[src/rtl/cpu_pkg.sv]
package cpu_pkg;

	localparam int ADDR_W = 16;
	localparam int WORD_W = 16;
	// opcode in the low byte, operand bytes above it
	localparam int INST_W = 24;

	typedef enum logic [7:0] {
		NOP         = 8'h00,
		LD_XL_IMMD  = 8'h10,
		ADD_XL_IMMD = 8'h11,
		SUB_XL_IMMD = 8'h12,
		AND_XL_IMMD = 8'h13,
		OR_XL_IMMD  = 8'h14,
		XOR_XL_IMMD = 8'h15,
		CP_XL_IMMD  = 8'h16,
		LD_XL_DIR   = 8'h20,
		ADD_XL_DIR  = 8'h21,
		LD_DIR_XL   = 8'h22,
		LDW_Y_IMMD  = 8'h30,
		ADDW_Y_IMMD = 8'h31,
		LDW_X_Y     = 8'h32,
		LDW_DIR_Y   = 8'h33,
		JR_D        = 8'h40,
		JRZ_D       = 8'h41,
		JRNZ_D      = 8'h42,
		JRC_D       = 8'h43,
		JRNC_D      = 8'h44,
		TRAP        = 8'hff
	} opcode_t;

	typedef enum logic [2:0] {ADD, SUB, AND, OR, XOR, PASS, ADDW, PASSW} alu_op_t;

	typedef enum logic {REG_X, REG_Y} reg_sel_t;

	typedef struct packed {
		logic c;
		logic n;
		logic z;
	} flags_t;

	typedef struct packed {
		alu_op_t op;
		logic [WORD_W-1:0] a;
		logic [WORD_W-1:0] b;
	} alu_req_t;

	typedef struct packed {
		logic [WORD_W-1:0] result;
		flags_t flags;
	} alu_res_t;

	// en[0] is the low byte
	typedef struct packed {
		logic [1:0] en;
		reg_sel_t sel;
		logic [WORD_W-1:0] data;
	} reg_wr_t;

	function automatic logic [1:0] instr_len(input logic [7:0] op);
		case (op)
			LD_XL_IMMD, ADD_XL_IMMD, SUB_XL_IMMD, AND_XL_IMMD, OR_XL_IMMD, XOR_XL_IMMD,
			CP_XL_IMMD, JR_D, JRZ_D, JRNZ_D, JRC_D, JRNC_D:
				return 2'd2;
			LD_XL_DIR, ADD_XL_DIR, LD_DIR_XL, LDW_Y_IMMD, ADDW_Y_IMMD, LDW_DIR_Y:
				return 2'd3;
			default:
				return 2'd1;
		endcase
	endfunction

endpackage

[src/rtl/alu.sv]
`timescale 1ns/1ps

module alu import cpu_pkg::*; (
	input alu_req_t req,
	output alu_res_t res
);
	logic [7:0] a8;
	logic [7:0] b8;
	logic [8:0] sum8;
	logic [8:0] diff8;
	logic [WORD_W:0] sum16;
	logic [WORD_W-1:0] result;
	logic carry;
	logic wide;

	assign a8 = req.a[7:0];
	assign b8 = req.b[7:0];
	assign sum8 = {1'b0, a8} + {1'b0, b8};
	// bit 8 is the borrow, set when a < b
	assign diff8 = {1'b0, a8} - {1'b0, b8};
	assign sum16 = {1'b0, req.a} + {1'b0, req.b};
	assign wide = (req.op == ADDW) || (req.op == PASSW);

	always_comb
	begin
		carry = 1'b0;
		case (req.op)
			ADD:
			begin
				result = {8'h00, sum8[7:0]};
				carry = sum8[8];
			end
			SUB:
			begin
				result = {8'h00, diff8[7:0]};
				carry = diff8[8];
			end
			AND:
				result = {8'h00, a8 & b8};
			OR:
				result = {8'h00, a8 | b8};
			XOR:
				result = {8'h00, a8 ^ b8};
			ADDW:
			begin
				result = sum16[WORD_W-1:0];
				carry = sum16[WORD_W];
			end
			PASSW:
				result = req.a;
			default:
				result = {8'h00, a8};
		endcase
	end

	// n and z from the low byte unless word op
	assign res = '{
		result: result,
		flags: '{
			c: carry,
			n: wide ? result[WORD_W-1] : result[7],
			z: wide ? (result == '0) : (result[7:0] == 8'h00)
		}
	};

endmodule

[src/rtl/regfile.sv]
`timescale 1ns/1ps

module regfile import cpu_pkg::*; (
	input logic clk,
	input logic reset,
	input reg_wr_t wr,
	output logic [WORD_W-1:0] x,
	output logic [WORD_W-1:0] y
);

	always_ff @(posedge clk)
	begin
		if (reset)
		begin
			x <= '0;
			y <= '0;
		end
		else
		begin
			// each byte lane written on its own
			if (wr.sel == REG_X && wr.en[0])
				x[7:0] <= wr.data[7:0];
			if (wr.sel == REG_X && wr.en[1])
				x[15:8] <= wr.data[15:8];
			if (wr.sel == REG_Y && wr.en[0])
				y[7:0] <= wr.data[7:0];
			if (wr.sel == REG_Y && wr.en[1])
				y[15:8] <= wr.data[15:8];
		end
	end

endmodule

[src/rtl/fetch_unit.sv]
`timescale 1ns/1ps

module fetch_unit import cpu_pkg::*; #(
	parameter logic [ADDR_W-1:0] RESET_PC = 16'h4000
) (
	input logic clk,
	input logic reset,
	input flags_t next_flags,
	output logic [ADDR_W-1:0] iread_addr,
	input logic [INST_W-1:0] iread_data,
	output logic [ADDR_W-1:0] dread_addr,
	output logic [INST_W-1:0] inst,
	output logic [ADDR_W-1:0] inst_pc
);
	logic [ADDR_W-1:0] pc;
	logic [ADDR_W-1:0] next_pc;
	logic [ADDR_W-1:0] branch_pc;
	logic [7:0] fetch_op;
	logic [7:0] disp;
	logic taken;

	assign fetch_op = iread_data[7:0];
	assign disp = iread_data[15:8];
	assign iread_addr = pc;

	// direct operand goes straight to the data memory, data comes back next cycle
	assign dread_addr = iread_data[23:8];

	// flags as the instruction now in execute leaves them
	always_comb
	begin
		case (fetch_op)
			JR_D:
				taken = 1'b1;
			JRZ_D:
				taken = next_flags.z;
			JRNZ_D:
				taken = !next_flags.z;
			JRC_D:
				taken = next_flags.c;
			JRNC_D:
				taken = !next_flags.c;
			default:
				taken = 1'b0;
		endcase
	end

	// relative to the byte after the jump
	assign branch_pc = pc + ADDR_W'(2) + {{(ADDR_W-8){disp[7]}}, disp};
	assign next_pc = taken ? branch_pc : pc + ADDR_W'(instr_len(fetch_op));

	always_ff @(posedge clk)
	begin
		if (reset)
		begin
			pc <= RESET_PC;
			inst <= {{(INST_W-8){1'b0}}, NOP};
		end
		else
		begin
			pc <= next_pc;
			inst <= iread_data;
		end
	end

	always_ff @(posedge clk)
	begin
		inst_pc <= pc;
	end

endmodule

[src/rtl/exec_unit.sv]
`timescale 1ns/1ps

module exec_unit import cpu_pkg::*; (
	input logic clk,
	input logic reset,
	input logic [INST_W-1:0] inst,
	input logic [WORD_W-1:0] x,
	input logic [WORD_W-1:0] y,
	input logic [WORD_W-1:0] dread_data,
	input alu_res_t alu_res,
	output alu_req_t alu_req,
	output reg_wr_t reg_wr,
	output flags_t next_flags,
	output logic [ADDR_W-1:0] dwrite_addr,
	output logic [WORD_W-1:0] dwrite_data,
	output logic [1:0] dwrite_en,
	output logic trap
);
	opcode_t opcode;
	logic [WORD_W-1:0] imm8;
	logic [WORD_W-1:0] imm16;
	flags_t flags;
	logic upd_c;
	logic upd_nz;

	assign opcode = opcode_t'(inst[7:0]);
	assign imm8 = {8'h00, inst[15:8]};
	assign imm16 = inst[23:8];

	always_comb
	begin
		alu_req.op = PASS;
		alu_req.a = x;
		alu_req.b = imm8;
		reg_wr.en = 2'b00;
		reg_wr.sel = REG_X;
		reg_wr.data = alu_res.result;
		upd_c = 1'b0;
		upd_nz = 1'b0;
		dwrite_en = 2'b00;
		trap = 1'b0;
		case (opcode)
			LD_XL_IMMD:
			begin
				alu_req.a = imm8;
				reg_wr.en = 2'b01;
			end
			ADD_XL_IMMD, SUB_XL_IMMD, ADD_XL_DIR:
			begin
				alu_req.op = (opcode == SUB_XL_IMMD) ? SUB : ADD;
				alu_req.b = (opcode == ADD_XL_DIR) ? dread_data : imm8;
				reg_wr.en = 2'b01;
				upd_c = 1'b1;
				upd_nz = 1'b1;
			end
			AND_XL_IMMD, OR_XL_IMMD, XOR_XL_IMMD:
			begin
				alu_req.op = (opcode == AND_XL_IMMD) ? AND : (opcode == OR_XL_IMMD) ? OR : XOR;
				reg_wr.en = 2'b01;
				upd_nz = 1'b1;
			end
			// subtract for the flags only
			CP_XL_IMMD:
			begin
				alu_req.op = SUB;
				upd_c = 1'b1;
				upd_nz = 1'b1;
			end
			LD_XL_DIR:
			begin
				alu_req.a = dread_data;
				reg_wr.en = 2'b01;
			end
			LD_DIR_XL:
				dwrite_en = 2'b01;
			LDW_Y_IMMD, ADDW_Y_IMMD, LDW_X_Y:
			begin
				alu_req.op = (opcode == ADDW_Y_IMMD) ? ADDW : PASSW;
				alu_req.a = (opcode == LDW_Y_IMMD) ? imm16 : y;
				alu_req.b = imm16;
				reg_wr.en = 2'b11;
				reg_wr.sel = (opcode == LDW_X_Y) ? REG_X : REG_Y;
				upd_c = (opcode == ADDW_Y_IMMD);
				upd_nz = (opcode == ADDW_Y_IMMD);
			end
			LDW_DIR_Y:
			begin
				alu_req.op = PASSW;
				alu_req.a = y;
				dwrite_en = 2'b11;
			end
			TRAP:
				trap = 1'b1;
			default:
				;
		endcase
	end

	// store data passes through the alu
	assign dwrite_addr = imm16;
	assign dwrite_data = alu_res.result;

	assign next_flags = '{
		c: upd_c ? alu_res.flags.c : flags.c,
		n: upd_nz ? alu_res.flags.n : flags.n,
		z: upd_nz ? alu_res.flags.z : flags.z
	};

	always_ff @(posedge clk)
	begin
		if (reset)
			flags <= '0;
		else
			flags <= next_flags;
	end

endmodule

[src/rtl/cpu_top.sv]
`timescale 1ns/1ps

module cpu_top import cpu_pkg::*; #(
	parameter logic [ADDR_W-1:0] RESET_PC = 16'h4000
) (
	input logic clk,
	input logic reset,
	output logic [ADDR_W-1:0] iread_addr,
	input logic [INST_W-1:0] iread_data,
	output logic [ADDR_W-1:0] dread_addr,
	input logic [WORD_W-1:0] dread_data,
	output logic [ADDR_W-1:0] dwrite_addr,
	output logic [WORD_W-1:0] dwrite_data,
	output logic [1:0] dwrite_en,
	output logic trap
);
	logic [INST_W-1:0] inst;
	flags_t next_flags;
	alu_req_t alu_req;
	alu_res_t alu_res;
	reg_wr_t reg_wr;
	logic [WORD_W-1:0] x;
	logic [WORD_W-1:0] y;

	fetch_unit #(.RESET_PC(RESET_PC)) u_fetch (
		.clk(clk),
		.reset(reset),
		.next_flags(next_flags),
		.iread_addr(iread_addr),
		.iread_data(iread_data),
		.dread_addr(dread_addr),
		.inst(inst),
		.inst_pc()
	);

	exec_unit u_exec (
		.clk(clk),
		.reset(reset),
		.inst(inst),
		.x(x),
		.y(y),
		.dread_data(dread_data),
		.alu_res(alu_res),
		.alu_req(alu_req),
		.reg_wr(reg_wr),
		.next_flags(next_flags),
		.dwrite_addr(dwrite_addr),
		.dwrite_data(dwrite_data),
		.dwrite_en(dwrite_en),
		.trap(trap)
	);

	alu u_alu (.req(alu_req), .res(alu_res));

	regfile u_regfile (.clk(clk), .reset(reset), .wr(reg_wr), .x(x), .y(y));

endmodule

[config.mk]
export PLATFORM = sky130hd
export DESIGN_NAME = cpu_top
export DESIGN_NICKNAME = d
export VERILOG_FILES = /design/src/rtl/cpu_pkg.sv /design/src/rtl/alu.sv /design/src/rtl/regfile.sv /design/src/rtl/fetch_unit.sv /design/src/rtl/exec_unit.sv /design/src/rtl/cpu_top.sv
export SDC_FILE = /design/constraint.sdc
export NUM_CORES = 1
export LEC_CHECK = 0
export BUFFER_PORTS_ARGS = -buffer_cell sky130_fd_sc_hd__buf_4
export CAP_MARGIN = 0
export CELL_PAD_IN_SITES_DETAIL_PLACEMENT = 1
export CELL_PAD_IN_SITES_GLOBAL_PLACEMENT = 2
export CORE_MARGIN = 2
export CORE_UTILIZATION = 32
export CTS_CLUSTER_SIZE = 40
export DETAILED_ROUTE_END_ITERATION = 8
export GPL_TIMING_DRIVEN = 0
export PLACE_DENSITY_LB_ADDON = 0.15
export SETUP_SLACK_MARGIN = 0.05
export SLEW_MARGIN = 40
export SYNTH_ARGS = -nofsm -noshare
export SYNTH_HDL_FRONTEND = slang
export SYNTH_HIERARCHICAL = 1
export SYNTH_SLANG_ARGS = --single-unit
[constraint.sdc]
create_clock -name clk -period 5.2 [get_ports clk]
set_input_delay 0.52 -clock clk [delete_from_list [all_inputs] [get_ports clk]]
set_output_delay 0.52 -clock clk [all_outputs]
set_load 0.005 [all_outputs]
==> metrics.md <==
| Metric | Value |
|---|---|
| Outcome | finished with violations |
| Violations in the final reports | negative setup slack |
| Core Area | 24180 um2 |
| Critical path peak fanout | 8 |
| Clk_lat worst skew | 350 ps |
| Ratio of cells with drive above 1 in the final layout | 0.3655 |
| R2R Setup Slk | -480 ps |
| Post-placement setup slack | -1541 ps |
| Required time reported for the critical path endpoint | 5400 ps |
| Final Critical Period | 5678 ps |
| Period utilisation layout | 1.092 |
| Number of non-filler instances in the completed layout | 1473 |
| Post-CTS clock slew at the launch and capture registers of the worst setup and hold paths | 60 ps |
| Initial cell density of the core | 0.3238 |
| Worst hold path stage count | 2 |
| Pin count of the biggest net entering global routing | 13 |
| Syn nets | 1085 |
| YS warnings | 6 |
| Hold Fails Final Rpt | 0 |
| Detail-routed via count per cell | 5.314 |
| Number of H-tree levels | 3 |
| Number of buffers created by CTS | 9 |
| Pwr Density | 189.0 nW/um2 |
| Setup repair after global routing missed its margin | true |
| VDD IR-drop max | 0.1469 mV |
| Part of the power in the clock network | 0.358 |
| Number of buffers inserted by port buffering | 108 |
| Filler Cells Inserted | 2852 |
| Floorplan die height | 160.4 um |
| Final count of negative-setup-slack endpoints | 16 |
| Switching share of power | 0.3178 |
| Internal portion of total power | 1.367 mW |
| Flop pwr share | 0.302 |
| Detailed router's first-iteration violation count | 284 |
| Critical path launch point | u_fetch/inst[6]$_SDFF_PP0_ |
| Net switching component of the power | 0.6368 mW |
| Reg2reg end | u_fetch/iread_addr[3]$_SDFF_PP0_ |
| GRT Resource Usage Total | 0.2205 |
| Type of the worst min-delay path | input pin to register |
| Antenna violations before repair | 0 |
| Nature of the critical path startpoint | register |
| Top Ports | 109 |
| Worst slew margin relative to its limit | 0.4519 |
| FF-to-FF Start | u_fetch/inst[6]$_SDFF_PP0_ |
| Count of maximum capacitance violations | 0 |
| Via count of the first global-routing pass | 7991 |
| R2r worst-path depth | 26 |
| Root buffer cell | clkbuf_16 |
| Mean post-synth cell area | 8.021 um2 |
| Wire length of the first global-routing pass | 44970 um |
| Post-route clock skew | 11.69 ps |
| Total power draw | 2.004 mW |
| Cells after synthesis | 976 |
| Vias | 7828 |
| Area of the mapped netlist | 7829 um2 |
| Placed wire-length estimate after detailed placement | 22490 um |
| CP endpoint kind | register |
| CTS tree | yes |
| DRC viols | 0 |
| Final antenna diode count | 0 |
| Leakage | 4.405 nW |
| Share of power burned in combinational logic | 0.340 |
| Startpoint of the most critical hold path | iread_data[21] |
| Post-DRT Antenna Nets | 0 |
| Remaining Overflow, GRT | 0 |
| Global placer's final weighted congestion | 0.8357 |
| Total number of placement rows | 57 |
| First-pass iteration count of the detailed router | 5 |
| Width of the chip | 160.4 um |
| Die footprint | 25730 um2 |
| Slowest-stage cell, CP | or4_4 |
| Inst Count DP | 1408 |
| Pins over their slew limit | 0 |
| Utilization after layout | 0.4386 |
| Routed WL | 29320 um |
| Classification of the worst setup path | register to register |
| Data arrival time of the critical path | 5880 ps |
| Stage delay of the slowest cell on the critical path | 550 ps |
| Routed length per instance | 19.90 um |
| Setup slack of the critical path after layout | -477.8 ps |
| Fmax achieved | 176.1 MHz |
| Terminating pin of the worst hold path | u_fetch/inst[21]$_SDFF_PP0_ |
| Hold_ws | 403.6 ps |
| Tightest Pin Transition | 810.7 ps |
| Number of sinks on the clock net | 74 |
| Synth-to-layout area growth | 35.46% |
| Final-stage net count | 1253 |
| Bufs on Longest Clock Path | 2 |
==> cells in the final DEF, fill, tap and decap left out, types with 8 or more instances in the layout <==
| cell type | count |
|---|---|
| nand3_1 | 21 |
| nand4_1 | 8 |
| a21oi_1 | 40 |
| xnor2_1 | 14 |
| clkbuf_1 | 12 |
| o21ai_0 | 21 |
| a211oi_1 | 8 |
| o2bb2ai_1 | 8 |
| nor2b_1 | 39 |
| nor3_1 | 34 |
| a22o_1 | 9 |
| nand3b_1 | 17 |
| inv_2 | 9 |
| a31oi_1 | 12 |
| inv_1 | 29 |
| dfxtp_1 | 70 |
| nand2b_1 | 63 |
| xor2_1 | 15 |
| clkbuf_16 | 10 |
| mux2i_1 | 44 |
| buf_2 | 11 |
| o21ai_1 | 12 |
| nand2_1 | 49 |
| buf_4 | 222 |
| a22oi_1 | 10 |
| nor2_1 | 45 |
| buf_6 | 16 |
| ha_1 | 54 |
| a21o_1 | 8 |
==> layer usage <==
metal | up-vias | part of all wire | GRT usage
met3 | 21 | 0.026 | 0.01963
met4 | 0 | 0.011 | 0.04791
met2 | 129 | 0.50 | 0.3897
met5 | - | 0 | 0
met1 | 3872 | 0.46 | 0.2921
li1 | 3806 | - | -
==> worst max path at each step <==
stage / to / slack, ps / depth (start not counted)
2_1_floorplan: u_fetch/iread_addr[15]$_SDFF_PP0_ / 40 / 24
3_3_place_gp: u_fetch/iread_addr[7]$_SDFF_PP0_ / -1520 / 25
3_5_place_dp: u_fetch/iread_addr[4]$_SDFF_PP0_ / -1540 / 24
4_1_cts: u_fetch/iread_addr[15]$_SDFF_PP0_ / -600 / 25
5_1_grt: u_fetch/iread_addr[3]$_SDFF_PP0_ / -720 / 26
6_report: u_fetch/iread_addr[3]$_SDFF_PP0_ / -480 / 26
==> layout make-up <==
type | instances | area [um2] | area share
Inverter | 41 | 161.4 | 0.01522
Buffer | 122 | 933.4 | 0.08801
Sequential cell | 74 | 1496 | 0.1411
Clock inverter | 4 | 72.57 | 0.006843
Tap cell | 324 | 405.4 | 0.03823
Multi-Input combinational cell | 737 | 6023 | 0.5680
Timing Repair Buffer | 159 | 1246 | 0.1175
Clock buffer | 12 | 266.5 | 0.02513
==> critical path, delay by kind of cell (launching register included) <==
kind	cells	cell delay (ps)
AOI/OAI and AO/OA	8	1370
adders and majority gates	2	620
buffers and inverters	5	790
DFF	1	360
muxes	1	240
and+or+nand+nor	10	2160
==> flip-flops by register name (all words and copies together), names as in the netlist <==
signal,count
u_regfile/y,16
u_regfile/x,16
u_exec/flags,2
u_fetch/iread_addr,16
u_fetch/inst,24
==> power groups by stage <==
stage | clock network, mW | logic, mW | registers [mW]
after floorplan | 0 | 0.373 | 0.611
after global placement | 0 | 0.567 | 0.619
after detailed placement | 0 | 0.572 | 0.619
after CTS | 0.729 | 0.630 | 0.607
after global routing | 0.749 | 0.741 | 0.609
final | 0.717 | 0.681 | 0.606
==> stage by stage <==
| step | cell area (um2) | TNS (ps) |
|---|---|---|
| after floorplan | 7913 | 0 |
| after global routing | 10610 | -10060 |
| final | 10610 | -5962 |
| after global placement | 9129 | -23290 |
| after CTS | 10020 | -7924 |
| after detailed placement | 9129 | -23870 |
==> timing repair <==
action	CTS	global route
setup buffers	23	28
pin swaps	32	51
resized for setup	78	108
hold buffers	0	0
cloned	1	1
endpoints found under the setup margin	29	24
(Power assumes the default switching activity.)
